[src/astro_defines.svh]
//==========================================================================
// Astrocade I/O glue shared constants
// Bus widths, host load codes, speech mix shifts and switch column codes
//==========================================================================
`ifndef ASTRO_DEFINES_SVH
`define ASTRO_DEFINES_SVH

// Host load bus
`define ASTRO_LOAD_ADDR_W 16

// Keyboard event: toggle, pressed, 9-bit scan code
`define ASTRO_KEY_W 11

// Joystick: R L D U F1 F2 S1 S2 coin, from bit 0 up
`define ASTRO_JOY_W 9

// DIP switch bank
`define ASTRO_DIP_BYTES 8

// Load index values
`define ASTRO_LOAD_GAME 8'd1
`define ASTRO_LOAD_DIP 8'd254

// Gorf mix, chip sound halved and speech quartered
`define ASTRO_SOUND_SHIFT 1
`define ASTRO_SPEECH_SHIFT 2

// Switch matrix column strobes, one-hot
`define ASTRO_COL0 8'h01
`define ASTRO_COL1 8'h02
`define ASTRO_COL2 8'h04
`define ASTRO_COL3 8'h08

`endif
[src/astro_pkg.sv]
//==========================================================================
// Astrocade I/O glue types
// Game identity and host load target enums
//==========================================================================
`default_nettype none

package astro_pkg;

	//======================================================================
	// Game identity
	//======================================================================

	// Encoded with the same value as the host game byte
	typedef enum logic [2:0] {
		GAME_NONE     = 3'd0,
		GAME_SPACEZAP = 3'd3,
		GAME_GORF     = 3'd4,
		GAME_WOW      = 3'd5,
		GAME_ROBBY    = 3'd6
	} game_t;

	//======================================================================
	// Host load classification
	//======================================================================

	// Where a host write lands
	typedef enum logic [1:0] {
		// Acknowledged, no state change
		LOAD_IGNORE,
		// Game select byte
		LOAD_GAME,
		// One of the DIP switch bytes
		LOAD_DIP
	} load_target_t;

endpackage

`default_nettype wire

[src/astrocade_io.sv]
//==========================================================================
// Astrocade game-side I/O
// Host config load, keyboard and joystick switch matrix, audio mixing
//==========================================================================
`default_nettype none
`include "astro_defines.svh"

module astrocade_io (
	input  wire                           clk_sys,
	input  wire                           reset,
	// Host loader
	input  wire                           load_req,
	input  wire  [7:0]                    load_index,
	input  wire  [`ASTRO_LOAD_ADDR_W-1:0] load_addr,
	input  wire  [7:0]                    load_data,
	output wire                           load_ack,
	// Selected game, to the core
	output astro_pkg::game_t              game,
	// Player inputs
	input  wire  [`ASTRO_KEY_W-1:0]       ps2_key,
	input  wire  [`ASTRO_JOY_W-1:0]       joystick_0,
	input  wire  [`ASTRO_JOY_W-1:0]       joystick_1,
	// Core switch scan
	input  wire                           speech_busy,
	input  wire  [7:0]                    col_select,
	output wire  [7:0]                    row_data,
	// Sound
	input  wire  [7:0]                    sound_l,
	input  wire  [7:0]                    sound_r,
	input  wire  [15:0]                   sample_l,
	input  wire  [15:0]                   sample_r,
	output wire  [15:0]                   audio_l,
	output wire  [15:0]                   audio_r
);

	wire [7:0]  dip2;
	wire [7:0]  dip3;
	wire [17:0] keys;

	// DIP bank 0 serves no supported game
	game_config game_config_inst (
		.clk_sys    (clk_sys),
		.reset      (reset),
		.load_req   (load_req),
		.load_index (load_index),
		.load_addr  (load_addr),
		.load_data  (load_data),
		.load_ack   (load_ack),
		.game       (game),
		.dip0       (),
		.dip2       (dip2),
		.dip3       (dip3)
	);

	key_decoder key_decoder_inst (
		.clk_sys (clk_sys),
		.reset   (reset),
		.ps2_key (ps2_key),
		.keys    (keys)
	);

	switch_matrix switch_matrix_inst (
		.game        (game),
		.dip2        (dip2),
		.dip3        (dip3),
		.keys        (keys),
		.joystick_0  (joystick_0),
		.joystick_1  (joystick_1),
		.speech_busy (speech_busy),
		.col_select  (col_select),
		.row_data    (row_data)
	);

	audio_mixer audio_mixer_inst (
		.clk_sys  (clk_sys),
		.reset    (reset),
		.game     (game),
		.sound_l  (sound_l),
		.sound_r  (sound_r),
		.sample_l (sample_l),
		.sample_r (sample_r),
		.audio_l  (audio_l),
		.audio_r  (audio_r)
	);

endmodule

`default_nettype wire

[src/audio_mixer.sv]
//==========================================================================
// Audio mixer
// Per-game mix of sound chip output and speech samples to 16-bit channels
//==========================================================================
`default_nettype none
`include "astro_defines.svh"

module audio_mixer (
	input  wire                    clk_sys,
	input  wire                    reset,
	input  wire  astro_pkg::game_t game,
	input  wire  [7:0]             sound_l,
	input  wire  [7:0]             sound_r,
	input  wire  [15:0]            sample_l,
	input  wire  [15:0]            sample_r,
	output logic [15:0]            audio_l,
	output logic [15:0]            audio_r
);

	// Chip byte halved plus speech quartered, wraps at 16 bits
	// Speech is much louder than the chip, so it gets the bigger cut
	function automatic logic [15:0] speech_mix(input logic [7:0] snd,
			input logic [15:0] samp);
		speech_mix = ({snd, snd} >> `ASTRO_SOUND_SHIFT) + (samp >> `ASTRO_SPEECH_SHIFT);
	endfunction

	always_ff @(posedge clk_sys or posedge reset) begin
		if (reset) begin
			audio_l <= 16'd0;
			audio_r <= 16'd0;
		end else begin
			case (game)
				// Sound chip plus speech
				astro_pkg::GAME_GORF: begin
					audio_l <= speech_mix(sound_l, sample_l);
					audio_r <= speech_mix(sound_r, sample_r);
				end
				// Two sound chips
				astro_pkg::GAME_WOW,
				astro_pkg::GAME_ROBBY: begin
					audio_l <= {sound_l, sound_l};
					audio_r <= {sound_r, sound_r};
				end
				// Single chip, mono
				default: begin
					audio_l <= {sound_l, sound_l};
					audio_r <= {sound_l, sound_l};
				end
			endcase
		end
	end

endmodule

`default_nettype wire

[src/switch_matrix.sv]
//==========================================================================
// Switch matrix
// Answers the core's column scans with per-game active-low row bytes
//==========================================================================
`default_nettype none
`include "astro_defines.svh"

module switch_matrix (
	input  wire  astro_pkg::game_t   game,
	input  wire  [7:0]               dip2,
	input  wire  [7:0]               dip3,
	input  wire  [17:0]              keys,
	input  wire  [`ASTRO_JOY_W-1:0]  joystick_0,
	input  wire  [`ASTRO_JOY_W-1:0]  joystick_1,
	input  wire                      speech_busy,
	input  wire  [7:0]               col_select,
	output logic [7:0]               row_data
);

	// Player buttons, joystick bit order
	logic [5:0] p1;
	logic [5:0] p2;
	logic       start1;
	logic       start2;
	logic       coin;
	logic [7:0] col0;
	logic [7:0] col1;
	logic [7:0] col2;

	// Fire then R L D U, inverted
	function automatic logic [4:0] fire_dirs(input logic [5:0] p);
		fire_dirs = {~p[4], ~p[0], ~p[1], ~p[2], ~p[3]};
	endfunction

	// R L D U, inverted
	function automatic logic [3:0] dirs(input logic [5:0] p);
		dirs = {~p[0], ~p[1], ~p[2], ~p[3]};
	endfunction

	//======================================================================
	// Keyboard merged with joysticks
	//======================================================================

	assign p1 = keys[5:0] | joystick_0[5:0];
	assign p2 = keys[17:12] | joystick_1[5:0];

	// Start and coin from player 1 stick only
	assign start1 = keys[6] | keys[9] | joystick_0[6];
	assign start2 = keys[7] | keys[10] | joystick_0[7];
	assign coin   = keys[8] | keys[11] | joystick_0[8];

	//======================================================================
	// Per-game rows for columns 0 to 2
	//======================================================================

	always_comb begin
		case (game)
			astro_pkg::GAME_SPACEZAP: begin
				col0 = {2'b11, ~start2, ~start1, dip2[1], 1'b1, ~coin, 1'b1};
				col1 = {3'b111, fire_dirs(p2)};
				col2 = {2'b11, dip2[0], fire_dirs(p1)};
			end
			astro_pkg::GAME_GORF: begin
				col0 = {dip2[2], dip2[0], ~start2, ~start1, 1'b1, dip2[1], ~coin, 1'b1};
				col1 = {3'b001, fire_dirs(p2)};
				// Top bit reports the speech chip
				col2 = {speech_busy, 2'b01, fire_dirs(p1)};
			end
			astro_pkg::GAME_ROBBY: begin
				col0 = {1'b0, ~start2, ~start1, 1'b1, dip2[1], 1'b1, ~coin, 1'b1};
				col1 = {2'b11, ~p2[4], 1'b1, dirs(p2)};
				col2 = {2'b11, ~p1[4], 1'b1, dirs(p1)};
			end
			astro_pkg::GAME_WOW: begin
				col0 = {dip2[2], ~start2, ~start1, 1'b1, dip2[1], 1'b1, ~coin, 1'b1};
				// Digital stick, fire 2 is active high here
				col1 = {2'b11, ~p2[4], p2[5], dirs(p2)};
				col2 = {speech_busy, 1'b1, ~p1[4], p1[5], dirs(p1)};
			end
			default: begin
				col0 = 8'hFF;
				col1 = 8'hFF;
				col2 = 8'hFF;
			end
		endcase
	end

	// Column strobe decode, DIP bank 3 on column 3 for all games
	always_comb begin
		case (col_select)
			`ASTRO_COL0: row_data = col0;
			`ASTRO_COL1: row_data = col1;
			`ASTRO_COL2: row_data = col2;
			`ASTRO_COL3: row_data = dip3;
			default:     row_data = 8'hFF;
		endcase
	end

endmodule

`default_nettype wire

[src/key_decoder.sv]
//==========================================================================
// Keyboard decoder
// Turns make/break scan events into held button bits
//==========================================================================
`default_nettype none
`include "astro_defines.svh"

// Button bits
//  0 R   1 L   2 D   3 U   4 F1   5 F2    player 1
//  6 S1  7 S2  8 coin                   function keys
//  9 S1 10 S2 11 coin                   arcade panel keys
// 12 R  13 L  14 D  15 U  16 F1  17 F2  player 2
module key_decoder (
	input  wire                     clk_sys,
	input  wire                     reset,
	input  wire  [`ASTRO_KEY_W-1:0] ps2_key,
	output logic [17:0]             keys
);

	logic       toggle_q;
	logic       pressed;
	logic [8:0] code;

	assign pressed = ps2_key[9];
	assign code    = ps2_key[8:0];

	always_ff @(posedge clk_sys or posedge reset) begin
		if (reset) begin
			toggle_q <= 1'b0;
			keys     <= '0;
		end else begin
			toggle_q <= ps2_key[10];
			// New event when the toggle flips
			if (toggle_q != ps2_key[10]) begin
				casez (code)
					// Cursor keys, either extended prefix
					9'b?_0111_0101: keys[3]  <= pressed;
					9'b?_0111_0010: keys[2]  <= pressed;
					9'b?_0110_1011: keys[1]  <= pressed;
					9'b?_0111_0100: keys[0]  <= pressed;
					// Ctrl and space
					9'h014:         keys[4]  <= pressed;
					9'h029:         keys[5]  <= pressed;
					// F1 F2 F3
					9'h005:         keys[6]  <= pressed;
					9'h006:         keys[7]  <= pressed;
					9'h004:         keys[8]  <= pressed;
					// 1, 2 and 5 on the panel
					9'h016:         keys[9]  <= pressed;
					9'h01E:         keys[10] <= pressed;
					9'h02E:         keys[11] <= pressed;
					// Player 2 on R F D G
					9'h02D:         keys[15] <= pressed;
					9'h02B:         keys[14] <= pressed;
					9'h023:         keys[13] <= pressed;
					9'h034:         keys[12] <= pressed;
					// A and S fire
					9'h01C:         keys[16] <= pressed;
					9'h01B:         keys[17] <= pressed;
					default:        ;
				endcase
			end
		end
	end

endmodule

`default_nettype wire

[src/game_config.sv]
//==========================================================================
// Game configuration
// Host load responder, holds the game select byte and the DIP switch bank
//==========================================================================
`default_nettype none
`include "astro_defines.svh"

module game_config (
	input  wire                           clk_sys,
	input  wire                           reset,
	// Host load, four-phase req/ack
	input  wire                           load_req,
	input  wire  [7:0]                    load_index,
	input  wire  [`ASTRO_LOAD_ADDR_W-1:0] load_addr,
	input  wire  [7:0]                    load_data,
	output logic                          load_ack,
	// Decoded configuration
	output astro_pkg::game_t              game,
	output logic [7:0]                    dip0,
	output logic [7:0]                    dip2,
	output logic [7:0]                    dip3
);

	localparam int DIP_AW = $clog2(`ASTRO_DIP_BYTES);

	// Handshake states
	typedef enum logic {
		ACK_IDLE,
		ACK_HOLD
	} ack_state_t;

	ack_state_t               ack_state;
	astro_pkg::load_target_t  load_target;
	logic                     load_take;
	logic [7:0]               game_raw;
	logic [7:0]               dip_mem [`ASTRO_DIP_BYTES];

	// Raw byte to game, unknown bytes select nothing
	function automatic astro_pkg::game_t decode_game(input logic [7:0] raw);
		case (raw)
			8'd3:    decode_game = astro_pkg::GAME_SPACEZAP;
			8'd4:    decode_game = astro_pkg::GAME_GORF;
			8'd5:    decode_game = astro_pkg::GAME_WOW;
			8'd6:    decode_game = astro_pkg::GAME_ROBBY;
			default: decode_game = astro_pkg::GAME_NONE;
		endcase
	endfunction

	// Classify the pending write
	always_comb begin
		if (load_index == `ASTRO_LOAD_GAME) begin
			load_target = astro_pkg::LOAD_GAME;
		end else if (load_index == `ASTRO_LOAD_DIP &&
				load_addr[`ASTRO_LOAD_ADDR_W-1:DIP_AW] == '0) begin
			load_target = astro_pkg::LOAD_DIP;
		end else begin
			load_target = astro_pkg::LOAD_IGNORE;
		end
	end

	// One write per request, on the req edge seen from idle
	assign load_take = (ack_state == ACK_IDLE) && load_req;
	assign load_ack  = (ack_state == ACK_HOLD);

	always_ff @(posedge clk_sys or posedge reset) begin
		if (reset) begin
			ack_state <= ACK_IDLE;
			game_raw  <= 8'd0;
			game      <= astro_pkg::GAME_NONE;
			for (int i = 0; i < `ASTRO_DIP_BYTES; i++) begin
				dip_mem[i] <= 8'd0;
			end
		end else begin
			case (ack_state)
				ACK_IDLE: if (load_req) ack_state <= ACK_HOLD;
				ACK_HOLD: if (!load_req) ack_state <= ACK_IDLE;
				default:  ack_state <= ACK_IDLE;
			endcase
			if (load_take && load_target == astro_pkg::LOAD_GAME) begin
				game_raw <= load_data;
			end
			if (load_take && load_target == astro_pkg::LOAD_DIP) begin
				dip_mem[load_addr[DIP_AW-1:0]] <= load_data;
			end
			// Second stage, decoded game
			game <= decode_game(game_raw);
		end
	end

	// Only these banks reach the switch matrix
	assign dip0 = dip_mem[0];
	assign dip2 = dip_mem[2];
	assign dip3 = dip_mem[3];

endmodule

`default_nettype wire

[config.mk]
export PLATFORM = sky130hd
export DESIGN_NAME = astrocade_io
export DESIGN_NICKNAME = d
export VERILOG_FILES = /design/src/astro_pkg.sv /design/src/astrocade_io.sv /design/src/audio_mixer.sv /design/src/switch_matrix.sv /design/src/key_decoder.sv /design/src/game_config.sv
export VERILOG_INCLUDE_DIRS = /design/src
export SDC_FILE = /design/constraint.sdc
export NUM_CORES = 1
export LEC_CHECK = 0
export ABC_AREA = 1
export BUFFER_PORTS_ARGS = -buffer_cell sky130_fd_sc_hd__buf_2
export CAP_MARGIN = 20
export CORE_MARGIN = 2
export CORE_UTILIZATION = 45
export CTS_CLUSTER_DIAMETER = 60
export DETAILED_ROUTE_END_ITERATION = 7
export GPL_TIMING_DRIVEN = 0
export HOLD_SLACK_MARGIN = 0.05
export PLACE_DENSITY = 0.74
export SLEW_MARGIN = 25
export SYNTH_ARGS = -nofsm -noshare
export SYNTH_HDL_FRONTEND = slang
export SYNTH_SLANG_ARGS = --single-unit
export TNS_END_PERCENT = 5
[constraint.sdc]
create_clock -name clk_sys -period 2.2 [get_ports clk_sys]
set_input_delay 0.22 -clock clk_sys [delete_from_list [all_inputs] [get_ports clk_sys]]
set_output_delay 0.22 -clock clk_sys [all_outputs]
set_load 0.01 [all_outputs]
==> metrics <==
largest net degree at the start of global routing=45; Worst Max-Slew Pin Slew=0.511 ns; minimum clock period=2.08 ns; ranking of synthesized cells by area=dfrtp_1 (34%), nand2_1 (17%), inv_1 (9.6%); routability cong.=0.965; fin area=6910 um^2; Yosys top cell by area=dfrtp_1; drc violations=0; Layout Skew=0.00505 ns; total CTS buffers=9; busiest grt layer=met2; Post-synth top flop=dfrtp_1; Max-Cap Viols=0; die height=115 um; Required @ worst endpoint=1.98 ns; Post-synth EDFFs=0; Storage cell area=1860 um^2; deepest clock path buffer count=2; layout cells sized above 1=0.215; Reg clk slew, reported paths=0.06 ns; Initial Util=0.461; crit share post-route=0.944; Yosys top cell area share=0.336; antenna cells=0; CP Cell Sequence=nand2_1 -> inv_1 -> nor2_2 -> inv_2 -> a21oi_1 -> o21ai_0 -> inv_1 -> nand4_1 -> buf_2; drt pass-1 iters=6; Congestion Overflow GR=0; CTS tree=built; DR vias/cell=5.16; final WL=16.4 mm; met2 Resource Use GR=0.396; H-tree depth=3; IO Pins=165; critical path data arrival time=1.86 ns; VDD IR max=0.000365 V; IO buf count=157; Yosys warnings=0; most frequent cell after synthesis=nand2_1; multi-input combinational cell area=3100 um^2; GR Layer Usage met1=0.367; setup violators final=0; die width=115 um; initial antenna violation count=0; worst reg-to-reg setup slack=0.64 ns; Post-Syn Instances=831; Worst Setup SP=game_config_inst.game[0]; FMAX=482 MHz; Max FO, Critical Path=7; core area=12000 um^2; total die area=13100 um^2; Seq cells post-synth=74; antenna viol nets, final=0; most frequent CP cell=inv_1; row cnt=40; unique cell type count in the Yosys netlist=40; RSZ-0062 raised after global routing=false; Routed wire per std cell=14.2 um; register area share after synthesis=0.336; Async SR Flop Fraction=1.00; routed vias=5981; # clock sinks=74; Hold Crit Class=input port to flop; Max-slew headroom=0.656; commonest cells in the netlist=nand2_1 (254), inv_1 (141), nor2_1 (85); met3 Use GR=0.0487; Skew-Pair Late Insertion Delay=0.34 ns; final hold violation count=0; Syn-to-layout area delta=25.4%; post-layout util=0.578; fin. max-slew vios=0; number of DRC violations after detailed-routing iteration 0=587; vias in the first global route=5380; post-synth net total=982; Mean Syn Cell Area=6.63 um^2; All-Layer GR Usage=0.257; max incr delay on CP=0.46 ns; Lkg Pwr=3.81 nW; CP max stage cell=dfrtp_2; DP Area=6510 um^2; Startpoint Class=flop; Overall Power=3.77 mW; HP Start=load_data[4]; Final nets=1158; Cells after DPL=1136; Worst Setup End Kind=output pin; power per cell area=546 nW/um^2; Root Buffer Master=clkbuf_16; hpwl dp=13.3 mm; Hold Slack=0.135 ns; outcome=complete, no violations; first-pass GRT wire length=26.3 mm; Crit Path Category=flop to output pin; worst flop-to-flop path startpoint=key_decoder_inst.toggle_q; fillers=1151; Final Non-Filler Cells=1159; synthesized area=5510 um^2
logic make-up after synthesis:
group	count (synthesis)	share of synthesized area
adder cells (fa/ha/maj)	30	0.0709
AO/OA/AOI/OAI	107	0.110
flip-flops	74	0.336
buffers and inverters	150	0.106
XOR/XNOR	4	0.00636
AND/OR/NAND/NOR	466	0.371
what timing repair did:
| item | 4_1_cts | 5_1_grt |
|---|---|---|
| hold buffers | 3 | 0 |
| gates resized for setup | 1 | 10 |
| pin swaps | 0 | 2 |
| cloned | 0 | 1 |
| setup endpoints to repair | 4 | 8 |
| buffers inserted | 0 | 3 |
| hold endpoints to repair | 32 | 0 |
metrics by stage:
stage,setup TNS [ns],setup slack [ns]
after global placement,-58.54,-0.798
final,0,0.124
after global routing,0,0.0142
after floorplan,0,0.0984
after CTS,-0.0144,-0.00779
after detailed placement,0,0.278
state kept, by name, indices dropped and copies added (netlist names):
signal,cells
audio_mixer_inst.audio_l,16
game_config_inst.dip3,8
audio_mixer_inst.audio_r,16
key_decoder_inst.keys,18
game_config_inst.dip2,3
game_config_inst.load_ack,1
key_decoder_inst.toggle_q,1
game_config_inst.game,3
game_config_inst.game_raw,8
worst max-delay path: cells and delay by family, from the launching register on:
family / cells / cell delay, ns
AO/OA/AOI/OAI: 2 / 0.24
buffers and inverters: 4 / 0.43
flip-flops: 1 / 0.46
AND/OR/NAND/NOR: 3 / 0.38
cell usage in the layout (no fill, tap or decap), types with 3 or more instances in the layout:
| master | instances |
|---|---|
| inv_1 | 137 |
| nor2_2 | 5 |
| o21ai_2 | 8 |
| buf_2 | 160 |
| dfrtp_1 | 71 |
| and2_1 | 3 |
| nand2_2 | 3 |
| nor2_1 | 85 |
| nor4_1 | 3 |
| or2_1 | 3 |
| nand3b_1 | 4 |
| nand3_1 | 62 |
| inv_2 | 4 |
| dlygate4sd3_1 | 3 |
| nand2_1 | 254 |
| o21ai_1 | 15 |
| xnor2_1 | 3 |
| ha_1 | 28 |
| nand4_1 | 21 |
| dfrtp_2 | 3 |
| buf_4 | 4 |
| a21oi_1 | 30 |
| clkbuf_16 | 9 |
| o21ai_0 | 38 |
| a22o_1 | 6 |
| o31ai_1 | 3 |
| nor3_1 | 12 |
metal layers:
metal	wire (um)	vias to the layer above	part of all wire
li1	-	3011	-
met1	7650	2683	0.47
met2	7290	258	0.44
met3	1190	29	0.072
met4	311	0	0.019
met5	0	-	0
final cells by class:
type	count	area share
multi-input cells	608	0.449
flip-flops and latches	74	0.269
repair buffers	164	0.127
inverters	143	0.0781
clock buffers	12	0.0371
well taps	147	0.0266
clock inverters	4	0.00725
plain buffers	7	0.00652
where the power goes:
part / internal, mW / switching (mW) / total [mW]
logic: 0.310 / 0.523 / 0.833
clock network: 0.938 / 0.573 / 1.51
registers: 1.41 / 0.0192 / 1.43
final timing paths:
kind                       depth (start not counted)                         to
setup / recovery                                   9                row_data[7]
hold / removal                                     3   game_config_inst.dip3[4]
setup reg to reg                                   7  key_decoder_inst.keys[14]
hold reg to reg                                    2   key_decoder_inst.keys[6]
max in group asynchronous                          4   game_config_inst.game[1]
min in group asynchronous                          3   key_decoder_inst.keys[8]
Power figures use the tool's default switching activity.
